===== src/verilog/copp_pkg.sv =====
// Copper shared definitions for widths, opcodes, FSM states, instruction views and XR regions
package copp_pkg;

    // Program counter and copper memory address width
    localparam int COPP_W = 11;

    // Pixel counter widths
    localparam int HPOS_W = 11;
    localparam int VPOS_W = 11;

    // XR bus address and data width
    localparam int WORD_W = 16;

    // Instruction opcodes in bits 31:29
    typedef enum logic [2:0] {
        OP_WAIT  = 3'b000,
        OP_SKIP  = 3'b001,
        OP_JUMP  = 3'b010,
        OP_MOVER = 3'b011,
        OP_MOVEF = 3'b100,
        OP_MOVEP = 3'b101,
        OP_MOVEC = 3'b110,
        OP_RSVD  = 3'b111
    } copp_opcode_e;

    // Fetch and execution states
    typedef enum logic [2:0] {
        ST_INIT       = 3'd0,
        ST_FETCH_WAIT = 3'd1,
        ST_LATCH      = 3'd2,
        ST_PRECOMP    = 3'd3,
        ST_EXEC       = 3'd4
    } copp_state_e;

    // WAIT and SKIP view of an instruction word
    typedef struct packed {
        copp_opcode_e      opcode;
        logic [1:0]        rsvd_hi;
        logic [VPOS_W-1:0] v_pos;
        logic              rsvd_mid;
        logic [HPOS_W-1:0] h_pos;
        logic [1:0]        rsvd_lo;
        logic              ignore_h;
        logic              ignore_v;
    } copp_pos_t;

    // MOVE and JMP view of an instruction word
    // JMP target sits in target[11:1]
    typedef struct packed {
        copp_opcode_e      opcode;
        logic [12:0]       target;
        logic [WORD_W-1:0] data;
    } copp_move_t;

    // One 32-bit word with both decodings
    typedef union packed {
        copp_pos_t  pos;
        copp_move_t move;
    } copp_insn_u;

    // XR region bases and only bits 15:13 select the region
    localparam logic [WORD_W-1:0] XR_REGS_BASE   = 16'h0000;
    localparam logic [WORD_W-1:0] XR_TILE_BASE   = 16'h4000;
    localparam logic [WORD_W-1:0] XR_COLOR_BASE  = 16'h8000;
    localparam logic [WORD_W-1:0] XR_COPPER_BASE = 16'hC000;

endpackage


===== src/verilog/copp_exec_if.sv =====
// Execution bus between the copper sequencer and the copper executer
`timescale 1ns/1ps

interface copp_exec_if;
    import copp_pkg::*;

    // Latched instruction and current FSM state
    copp_insn_u        insn;
    copp_state_e       state;

    // Pixel position as seen by the sequencer
    logic [HPOS_W-1:0] h_count;
    logic [VPOS_W-1:0] v_count;

    // Results of the EXEC cycle
    logic              exec_done;
    logic              jump_take;
    logic [COPP_W-1:0] jump_pc;
    logic              skip_take;

    // Sequencer side
    modport seq (
        output insn, state, h_count, v_count,
        input  exec_done, jump_take, jump_pc, skip_take
    );

    // Executer side
    modport exe (
        input  insn, state, h_count, v_count,
        output exec_done, jump_take, jump_pc, skip_take
    );

endinterface


===== src/verilog/copp_exec.sv =====
// Copper executer doing position compare, condition evaluation and MOVE writes on the XR bus
`timescale 1ns/1ps

module copp_exec (
    input  logic                        clk,
    input  logic                        copp_reset,
    output logic                        xr_wr_en_o,
    output logic [copp_pkg::WORD_W-1:0] xr_wr_addr_o,
    output logic [copp_pkg::WORD_W-1:0] xr_wr_data_o,
    input  logic                        xr_wr_ack_i,
    copp_exec_if.exe                    exec_bus
);
    import copp_pkg::*;

    logic              v_reached;
    logic              h_reached;
    logic              in_exec;
    copp_opcode_e      opcode;
    logic              v_met;
    logic              h_met;
    logic              pos_met;
    logic              both_ignored;
    logic              is_move;
    logic              move_fire;
    logic              done;
    logic              jump;
    logic              skip;
    logic [WORD_W-1:0] move_addr;

    assign in_exec = (exec_bus.state == ST_EXEC);
    assign opcode  = exec_bus.insn.move.opcode;

    // Position compares registered in PRECOMP
    always_ff @(posedge clk) begin
        if (exec_bus.state == ST_PRECOMP) begin
            v_reached <= (exec_bus.v_count >= exec_bus.insn.pos.v_pos);
            h_reached <= (exec_bus.h_count >= exec_bus.insn.pos.h_pos);
        end
    end

    // Ignored axis counts as met
    assign v_met        = exec_bus.insn.pos.ignore_v | v_reached;
    assign h_met        = exec_bus.insn.pos.ignore_h | h_reached;
    assign pos_met      = v_met & h_met;
    assign both_ignored = exec_bus.insn.pos.ignore_v & exec_bus.insn.pos.ignore_h;

    // Region top bits plus the low target bits
    always_comb begin
        case (opcode)
            OP_MOVER: move_addr = {XR_REGS_BASE[15:13], 13'(exec_bus.insn.move.target[7:0])};
            OP_MOVEF: move_addr = {XR_TILE_BASE[15:13], exec_bus.insn.move.target};
            OP_MOVEP: move_addr = {XR_COLOR_BASE[15:13], 13'(exec_bus.insn.move.target[8:0])};
            default:  move_addr = {XR_COPPER_BASE[15:13],
                                   13'(exec_bus.insn.move.target[COPP_W-1:0])};
        endcase
    end

    // Condition evaluation
    // All results stay low outside EXEC
    always_comb begin
        done    = 1'b0;
        jump    = 1'b0;
        skip    = 1'b0;
        is_move = 1'b0;
        if (in_exec) begin
            case (opcode)
                // Both axes ignored waits for the frame restart
                OP_WAIT:  done = pos_met & ~both_ignored;
                OP_SKIP: begin
                    done = 1'b1;
                    skip = pos_met;
                end
                OP_JUMP: begin
                    done = 1'b1;
                    jump = 1'b1;
                end
                OP_MOVER, OP_MOVEF, OP_MOVEP, OP_MOVEC: begin
                    is_move = 1'b1;
                    // Stall while the previous write is outstanding
                    done    = ~xr_wr_en_o;
                end
                OP_RSVD:  done = 1'b1;
            endcase
        end
    end

    assign move_fire = is_move & ~xr_wr_en_o;

    assign exec_bus.exec_done = done;
    assign exec_bus.jump_take = jump;
    assign exec_bus.skip_take = skip;
    assign exec_bus.jump_pc   = jump ? exec_bus.insn.move.target[COPP_W:1] : '0;

    // Write enable held until the ack edge
    always_ff @(posedge clk) begin
        if (copp_reset) begin
            xr_wr_en_o <= 1'b0;
        end else if (move_fire) begin
            xr_wr_en_o <= 1'b1;
        end else if (xr_wr_ack_i) begin
            xr_wr_en_o <= 1'b0;
        end
    end

    // Address and data captured with the enable
    always_ff @(posedge clk) begin
        if (move_fire) begin
            xr_wr_addr_o <= move_addr;
            xr_wr_data_o <= exec_bus.insn.move.data;
        end
    end

    // Pending write keeps enable, address and data until acked
    assert property (@(posedge clk) disable iff (copp_reset)
        (xr_wr_en_o && !xr_wr_ack_i) |=>
        (xr_wr_en_o && $stable(xr_wr_addr_o) && $stable(xr_wr_data_o)));

endmodule


===== src/verilog/copp_sequencer.sv =====
// Copper sequencer holding the control register, frame restart, program counter and fetch FSM
`timescale 1ns/1ps

module copp_sequencer #(
    parameter int H_TOTAL = 800,
    parameter int V_TOTAL = 525
) (
    input  logic                        clk,
    input  logic                        copp_reset,
    input  logic                        reg_wr_i,
    input  logic [copp_pkg::WORD_W-1:0] reg_data_i,
    input  logic [copp_pkg::HPOS_W-1:0] h_count_i,
    input  logic [copp_pkg::VPOS_W-1:0] v_count_i,
    output logic                        mem_rd_en_o,
    output logic [copp_pkg::COPP_W-1:0] mem_rd_addr_o,
    input  logic [31:0]                 mem_rd_data_i,
    copp_exec_if.seq                    exec_bus
);
    import copp_pkg::*;

    // Restart point a few pixels before the end of the last line
    localparam logic [HPOS_W-1:0] H_RESTART = HPOS_W'(H_TOTAL - 4);
    localparam logic [VPOS_W-1:0] V_RESTART = VPOS_W'(V_TOTAL - 1);

    logic              copper_en;
    logic [COPP_W-1:0] init_pc;
    logic [COPP_W-1:0] pc;
    copp_state_e       state;
    copp_insn_u        insn;
    logic              frame_restart;

    assign frame_restart = (h_count_i == H_RESTART) && (v_count_i == V_RESTART);

    // Fetch address follows the PC
    // PC only advances on the edge that ends the strobe cycle
    assign mem_rd_addr_o = pc;

    // Drive the execution bus
    assign exec_bus.insn    = insn;
    assign exec_bus.state   = state;
    assign exec_bus.h_count = h_count_i;
    assign exec_bus.v_count = v_count_i;

    // Control register
    // Enable in bit 15 and initial PC in the low bits
    always_ff @(posedge clk) begin
        if (copp_reset) begin
            copper_en <= 1'b0;
            init_pc   <= '0;
        end else if (reg_wr_i) begin
            copper_en <= reg_data_i[15];
            init_pc   <= reg_data_i[COPP_W-1:0];
        end
    end

    // Memory word is valid in LATCH
    always_ff @(posedge clk) begin
        if (state == ST_LATCH) begin
            insn <= mem_rd_data_i;
        end
    end

    // Fetch and execution FSM
    always_ff @(posedge clk) begin
        if (copp_reset) begin
            state       <= ST_INIT;
            pc          <= '0;
            mem_rd_en_o <= 1'b0;
        end else begin
            // Strobe is single cycle
            mem_rd_en_o <= 1'b0;
            if (frame_restart) begin
                // Restart the program for the next frame
                state <= ST_INIT;
                pc    <= init_pc;
            end else begin
                case (state)
                    ST_INIT: begin
                        // Start from the initial PC once enabled
                        pc <= init_pc;
                        if (copper_en) begin
                            state       <= ST_FETCH_WAIT;
                            mem_rd_en_o <= 1'b1;
                        end
                    end
                    ST_FETCH_WAIT: begin
                        if (copper_en) begin
                            state <= ST_LATCH;
                            pc    <= pc + 1'b1;
                        end else begin
                            // Disabled so park in INIT
                            state <= ST_INIT;
                        end
                    end
                    ST_LATCH: begin
                        state <= ST_PRECOMP;
                    end
                    ST_PRECOMP: begin
                        state <= ST_EXEC;
                    end
                    ST_EXEC: begin
                        if (exec_bus.exec_done) begin
                            if (exec_bus.jump_take) begin
                                pc <= exec_bus.jump_pc;
                            end else if (exec_bus.skip_take) begin
                                pc <= pc + 1'b1;
                            end
                            // Issue the next fetch
                            state       <= ST_FETCH_WAIT;
                            mem_rd_en_o <= 1'b1;
                        end else if (insn.move.opcode == OP_WAIT) begin
                            // Unmet WAIT goes back to compare again
                            state <= ST_PRECOMP;
                        end
                        // Stalled MOVE holds in EXEC
                    end
                    default: begin
                        state <= ST_INIT;
                    end
                endcase
            end
        end
    end

    // Disabled copper in INIT never starts a fetch
    assert property (@(posedge clk) disable iff (copp_reset)
        (state == ST_INIT && !copper_en) |=> !mem_rd_en_o);

    // FSM stays within its encoding
    assert property (@(posedge clk) disable iff (copp_reset)
        state inside {ST_INIT, ST_FETCH_WAIT, ST_LATCH, ST_PRECOMP, ST_EXEC});

endmodule


===== src/verilog/copper_top.sv =====
// Display copper top level joining the sequencer and the executer over the execution bus
`timescale 1ns/1ps

module copper_top #(
    // Video totals for the active timing
    parameter int H_TOTAL = 800,
    parameter int V_TOTAL = 525
) (
    input  logic                        clk,
    input  logic                        copp_reset,
    input  logic                        reg_wr_i,
    input  logic [copp_pkg::WORD_W-1:0] reg_data_i,
    input  logic [copp_pkg::HPOS_W-1:0] h_count_i,
    input  logic [copp_pkg::VPOS_W-1:0] v_count_i,
    output logic                        mem_rd_en_o,
    output logic [copp_pkg::COPP_W-1:0] mem_rd_addr_o,
    input  logic [31:0]                 mem_rd_data_i,
    output logic                        xr_wr_en_o,
    output logic [copp_pkg::WORD_W-1:0] xr_wr_addr_o,
    output logic [copp_pkg::WORD_W-1:0] xr_wr_data_o,
    input  logic                        xr_wr_ack_i
);

    // Instruction, state and results between the two halves
    copp_exec_if exec_bus ();

    // Fetch side with control register and frame restart
    copp_sequencer #(
        .H_TOTAL (H_TOTAL),
        .V_TOTAL (V_TOTAL)
    ) u_seq (
        .clk           (clk),
        .copp_reset    (copp_reset),
        .reg_wr_i      (reg_wr_i),
        .reg_data_i    (reg_data_i),
        .h_count_i     (h_count_i),
        .v_count_i     (v_count_i),
        .mem_rd_en_o   (mem_rd_en_o),
        .mem_rd_addr_o (mem_rd_addr_o),
        .mem_rd_data_i (mem_rd_data_i),
        .exec_bus      (exec_bus)
    );

    // Condition evaluation and XR write port
    copp_exec u_exe (
        .clk          (clk),
        .copp_reset   (copp_reset),
        .xr_wr_en_o   (xr_wr_en_o),
        .xr_wr_addr_o (xr_wr_addr_o),
        .xr_wr_data_o (xr_wr_data_o),
        .xr_wr_ack_i  (xr_wr_ack_i),
        .exec_bus     (exec_bus)
    );

endmodule

===== config.mk =====
export PLATFORM = sky130hd
export DESIGN_NAME = copper_top
export DESIGN_NICKNAME = d
export VERILOG_FILES = /design/src/verilog/copp_pkg.sv /design/src/verilog/copp_exec_if.sv /design/src/verilog/copp_exec.sv /design/src/verilog/copp_sequencer.sv /design/src/verilog/copper_top.sv
export SDC_FILE = /design/constraint.sdc
export NUM_CORES = 1
export LEC_CHECK = 0
export ABC_AREA = 1
export BUFFER_PORTS_ARGS = -buffer_cell sky130_fd_sc_hd__buf_2
export CAP_MARGIN = 10
export CORE_ASPECT_RATIO = 1.75
export CORE_MARGIN = 2
export CORE_UTILIZATION = 32
export CTS_CLUSTER_SIZE = 40
export DETAILED_ROUTE_END_ITERATION = 10
export PLACE_DENSITY = 0.63
export SLEW_MARGIN = 10
export SYNTH_ARGS = -nofsm -noshare
export SYNTH_HDL_FRONTEND = slang
export SYNTH_HIERARCHICAL = 1
export SYNTH_SLANG_ARGS = --single-unit
export TNS_END_PERCENT = 10

===== constraint.sdc =====
create_clock -name clk -period 3.6 [get_ports clk]
set_input_delay 0.18 -clock clk [delete_from_list [all_inputs] [get_ports clk]]
set_output_delay 0.18 -clock clk [all_outputs]
set_load 0.02 [all_outputs]

# After elaboration in Yosys (flattened, before gate mapping)
# Cells that the tools add are included.
[word_totals]
rom_bits = 0
memories = 0
ff_bits = 94
latchBits = 0
ramBits = 0
[classes]
muxes = 25
n_eq_ne = 18
bitwise_logic = 8
magnitude_cmp = 2
n_mul = 0
div_mod_pow = 0
n_reduce_logical = 10
n_shift = 0
addsub = 1
[op_table]
columns = ["operator", "count"]
rows = [
  ["11-bit two-way mux", 5],
  ["16-bit one-hot mux with 3 select lines", 1],
  ["11-bit one-hot mux with 3 select lines", 1],
  ["11-bit by 10-bit == test with 1-bit output, second input constant", 2],
  ["11-bit greater-or-equal comparator", 2],
  ["3-bit == test, second input constant", 5],
  ["3-bit one-hot mux with 5 select lines", 1],
  ["3-bit by 2-bit == test with 1-bit output, second input constant", 4],
  ["11-bit by 1-bit adder with 11-bit output, second input constant", 1],
  ["1-bit two-way mux", 11],
  ["3-bit two-way mux", 3],
  ["3-bit by 1-bit == test with 1-bit output, second input constant", 2],
  ["3-bit zero test", 2],
  ["3-bit != test, second input constant", 2],
  ["1-bit AND", 4],
  ["4-bit != test, second input constant", 1],
  ["4-bit AND reduction", 1],
  ["4-bit nonzero test", 1],
  ["4-bit OR reduction", 1],
  ["3-bit by 1-bit != test with 1-bit output, second input constant", 1],
  ["1-bit one-hot mux with 3 select lines", 1],
  ["3-bit OR reduction", 1],
  ["2-bit two-way mux", 1],
  ["2-bit by 1-bit != test with 1-bit output, second input constant", 1],
  ["other kinds (7)", 9],
]

# Depth between registers and ports, before layout
[logic_depth]
ltp_word = 9
ltp_mapped = 14

# Modules after synthesis
# The synthesis kept the hierarchy.
[modules_own_cells]
columns = ["mod", "area_per_inst_um2", "instances", "cells_each"]
rows = [
  ["copp_sequencer", 2815.2, 1, 340],
  ["copp_exec", 1955.6, 1, 208],
]

# Worst setup path before layout
# Ideal clock, no wire load.
[synth_path]
path_type = "register to register"
startpoint = "register u_seq.state[1] (netlist: u_seq/exec_bus.state[1])"
endpoint = "register u_seq.insn, in the netlist u_seq/exec_bus.insn[0] (enable)"
setup_ps = 463
slack_ps = 390
arrival_time_ps = 2746
path_stages_with_launch = 3
required_time_ps = 3137
path_cell_list = "dfxtp_1 -> inv_1 -> nor3_1"
[synth_via]
elab_chain_len = 1
[synth_rtl]
columns = ["item", "line_no", "source"]
rows = [
  ["start: declaration", "copp_sequencer.sv:28", "copp_state_e state;"],
  ["start signal: assignment", "copp_sequencer.sv:66", "state <= ST_INIT;"],
  ["start signal: assignment", "copp_sequencer.sv:74", "state <= ST_INIT;"],
  ["start signal: assignment", "copp_sequencer.sv:82", "state <= ST_FETCH_WAIT;"],
  ["3-bit by 2-bit == test with 1-bit output", "copp_sequencer.sv:58", "if (state == ST_LATCH) begin"],
  ["end signal: assignment", "copp_sequencer.sv:59", "insn <= mem_rd_data_i;"],
  ["end: declaration", "copp_sequencer.sv:29", "copp_insn_u insn;"],
]
# No other way between the ends.
# A chain may end at the register's enable or synchronous reset.

# Final worst setup path
[layout_path]
startpoint = "register u_seq.state[2] (netlist: u_seq/exec_bus.state[2])"
endpoint = "register u_seq.pc[9] (netlist: u_seq/mem_rd_addr_o[9])"
[layout_via]
elab_chain_len = 6
word_cells_on_any_way = 15
cone_classes = "5 x eq/ne; 7 x mux; 3 x reduce/logical"
[layout_rtl]
columns = ["item", "line_no", "source"]
rows = [
  ["3-bit == test (*)", "copp_exec.sv:30", "assign in_exec = (exec_bus.state == ST_EXEC);"],
  ["1-bit two-way mux (*)", "copp_exec.sv:65", "if (in_exec) begin"],
  ["via exec_bus.jump_take", "copp_exec_if.sv:17", "logic jump_take;"],
  ["11-bit two-way mux", "copp_sequencer.sv:103", "if (exec_bus.jump_take) begin"],
  ["11-bit two-way mux", "copp_sequencer.sv:102", "if (exec_bus.exec_done) begin"],
  ["11-bit one-hot mux with 3 select lines", "copp_sequencer.sv:77", "case (state)"],
  ["11-bit two-way mux", "copp_sequencer.sv:72", "if (frame_restart) begin"],
  ["end signal: assignment", "copp_sequencer.sv:75", "pc <= init_pc;"],
  ["end signal: assignment", "copp_sequencer.sv:80", "pc <= init_pc;"],
  ["end signal: assignment", "copp_sequencer.sv:104", "pc <= exec_bus.jump_pc;"],
  ["end: declaration", "copp_sequencer.sv:27", "logic [COPP_W-1:0] pc;"],
]
# Mark *: on every way through the listed nets, which the timed path passes. The rest lies on a longest branch. The select of a mux whose other input is x is not followed.

==> summary.txt <==
clock latency on the worst-skew pair: 350 ps
area grow syn2layout: 24.8%
DR WL/cell: 13.0 um
maxcap violations: 0
final WL: 11.2 mm
post_cts resized: 0
Synth Cell Area: 4770 um^2
commonest non-fill, non-tap cell in the layout: nand2_1
Reg clk slew, reported paths: 70 ps
fmax: 480 MHz
largest net degree at the start of global routing: 29
Root Buffer: clkbuf_16
Port Buffers: 113
Setup TNS: 0 ps
CP Capture Type: flop
sequential fraction of the synthesis area: 52.7%
initial antenna violation count: 0
I/O pin count: 119
DR DRC count: 0
worst endpoint data arrival time: 2330 ps
via count: 3833
proportion of layout cells with a drive suffix above 1: 23.8%
total CTS buffers: 9
power per cell area: 400 nW/um^2
HP Class: in2reg
DR vias/cell: 4.45
Final Util: 40.3%
DR pass1 iterations: 5
register share of total power: 50.1%
final hold violation count: 0
crit path time final: 2080 ps
first-pass GRT wire length: 16.9 mm
overall power: 0.00238 W
max-slew violations: 0
chip height: 166 um
CP startpoint kind: flop
gr usage total: 14.2%
leakage: 2.78 nW
Net Switching: 0.000620 W
Slew Limit Headroom: 28.7%
status: finished, final reports clean
Yosys cell types: 33
RePlAce Congestion: 0.833
crit share post-route: 57.9%
fin nets: 768
crit path kind: reg2reg
H-Tree Depth: 3
Die Area: 15900 um^2
core area: 14800 um^2
crit path cell chain: nand3_2 > nor3_4 > inv_1 > nand3_1 > nand2_1 > inv_1 > nand2_1 > nand2_1 > nor2_1 > nor2_1 > nor2_1
worst slew pin tran: 1060 ps
Filler cells: 1528
Seq cells post-synth: 93
VDD IR max: 0.187 mV
slowest library cell on the worst path: dfxtp_1
met3 WL: 671 um
die width: 96.3 um
Clk network pwr share: 39.5%
M1 wire length: 3.97 mm
Critical Path RT: 3840 ps
post-synth net total: 645
Cells after Synth: 548
Detailed Place HPWL: 8.58 mm
Finished Cell Area: 5950 um^2
FP Rows: 59
Cell Area, Placed: 5380 um^2
vias in the first global route: 3674
internal power: 0.00176 W
GR Overflow Total: 0
CTS tree: yes
RSZ-0062 raised after global routing: false
DRT iter0 DRCs: 153
met2 wire length: 6.35 mm
average size of a mapped cell: 8.71 um^2
Hold-fix buffers, CTS: 28
DR top layer: met4
worst stage delay on the critical path: 580 ps
Starting Density: 32.3%
number of post-CTS setup repair buffers: 0
Clock Path Buffers: 2
Final setup viols: 0
most frequent cells in the layout: 128 x nand2_1, 113 x buf_2, 77 x nor2_1, 73 x inv_1, 65 x edfxtp_1
clk_skew: 12.0 ps
Post-DRT Antenna Nets: 0
maximum fanout along the worst path: 9
Sink Count: 93
Yosys Warn Count: 6
Net Sw Frac: 26.0%
tightest hold margin: 13.8 ps
Combinational Power Share: 10.4%
## final timing paths
path | startpoint | to | slack (ps) | depth (start not counted)
min reg2reg | u_seq/exec_bus.insn[3] | u_exe/xr_wr_data_o[3] | 430 | 0
max | u_seq/exec_bus.state[2] | u_seq/mem_rd_addr_o[9] | 1520 | 11
max reg2reg | u_seq/exec_bus.state[2] | u_seq/mem_rd_addr_o[9] | 1520 | 11
min | mem_rd_data_i[21] | u_seq/exec_bus.insn[21] | 10 | 1
## flip-flops by register name, summed over array words and instances, names as in the netlist
register	flops
u_exe/v_reached	1
u_exe/xr_wr_data_o	16
u_seq/init_pc	11
u_seq/mem_rd_en_o	1
u_exe/xr_wr_en_o	1
u_exe/h_reached	1
u_exe/xr_wr_addr_o	15
u_seq/exec_bus.state	3
u_seq/mem_rd_addr_o	11
u_seq/copper_en	1
u_seq/exec_bus.insn	32
## synthesized netlist by cell type, drive strengths merged
| master | count | area share, % |
|---|---|---|
| buf | 27 | 4.3 |
| conb | 1 | 0.079 |
| dfxtp | 28 | 12 |
| edfxtp | 65 | 41 |
| clkbuf | 4 | 0.31 |
| o211ai | 1 | 0.16 |
| ha | 23 | 6.0 |
| nand3 | 38 | 4.3 |
| a21oi | 15 | 1.6 |
| inv | 78 | 6.2 |
| nand4 | 3 | 0.39 |
| or2 | 3 | 0.39 |
| xor2 | 1 | 0.18 |
| a21boi | 1 | 0.16 |
| o21ai | 31 | 3.5 |
| a31oi | 2 | 0.26 |
| nor2 | 90 | 8.0 |
| nor3 | 5 | 0.76 |
| nand2 | 132 | 11 |
## cell type report
class                           instances  area (um^2)  share of cell area (%)
Inverter                               78          295                    4.96
Clock inverter                          7         62.6                    1.05
Antenna cell                            2         5.00                  0.0841
Tap cell                              183          229                    3.85
Multi-Input combinational cell        346         1750                    29.4
Clock buffer                            9          225                    3.78
Timing Repair Buffer                  143          873                    14.7
Sequential cell                        93         2510                    42.2
## layer usage
layer / up-vias / global-route usage, %
met5: - / 0
met4: 0 / 5.89
met3: 14 / 3.36
met2: 91 / 27.4
met1: 1738 / 14.0
li1: 1990 / -
## cells by family after synthesis
family | after synthesis | synth area share (%)
XOR/XNOR | 1 | 0.184
flip-flops | 93 | 52.7
AO/OA/AOI/OAI | 50 | 5.64
adder cells (fa/ha/maj) | 23 | 6.03
AND/OR/NAND/NOR | 271 | 24.6
buffers and inverters | 109 | 10.8
other | 1 | 0.0786
## critical path: cells and delay by family, from the launching register on
kind | cells | cell delay [ps]
AND/OR/NAND/NOR | 9 | 1090
flip-flops | 1 | 580
buffers and inverters | 2 | 300
## power by group through the flow
stage,logic [W],registers [W],clock network (W)
floorplan,0.000145,0.00123,0
global placement,0.000221,0.00122,0
detailed placement,0.000226,0.00122,0
CTS,0.000251,0.00119,0.000975
global route,0.000283,0.00120,0.00101
finish,0.000249,0.00119,0.000940
## through the flow
stage / setup slack [ps] / instances
2_1_floorplan: 390 / 548
3_3_place_gp: 1530 / 815
3_5_place_dp: 1510 / 815
4_1_cts: 1500 / 859
5_1_grt: 1230 / 859
6_report: 1520 / 861
Note: power is estimated with default switching activity, not from simulation.
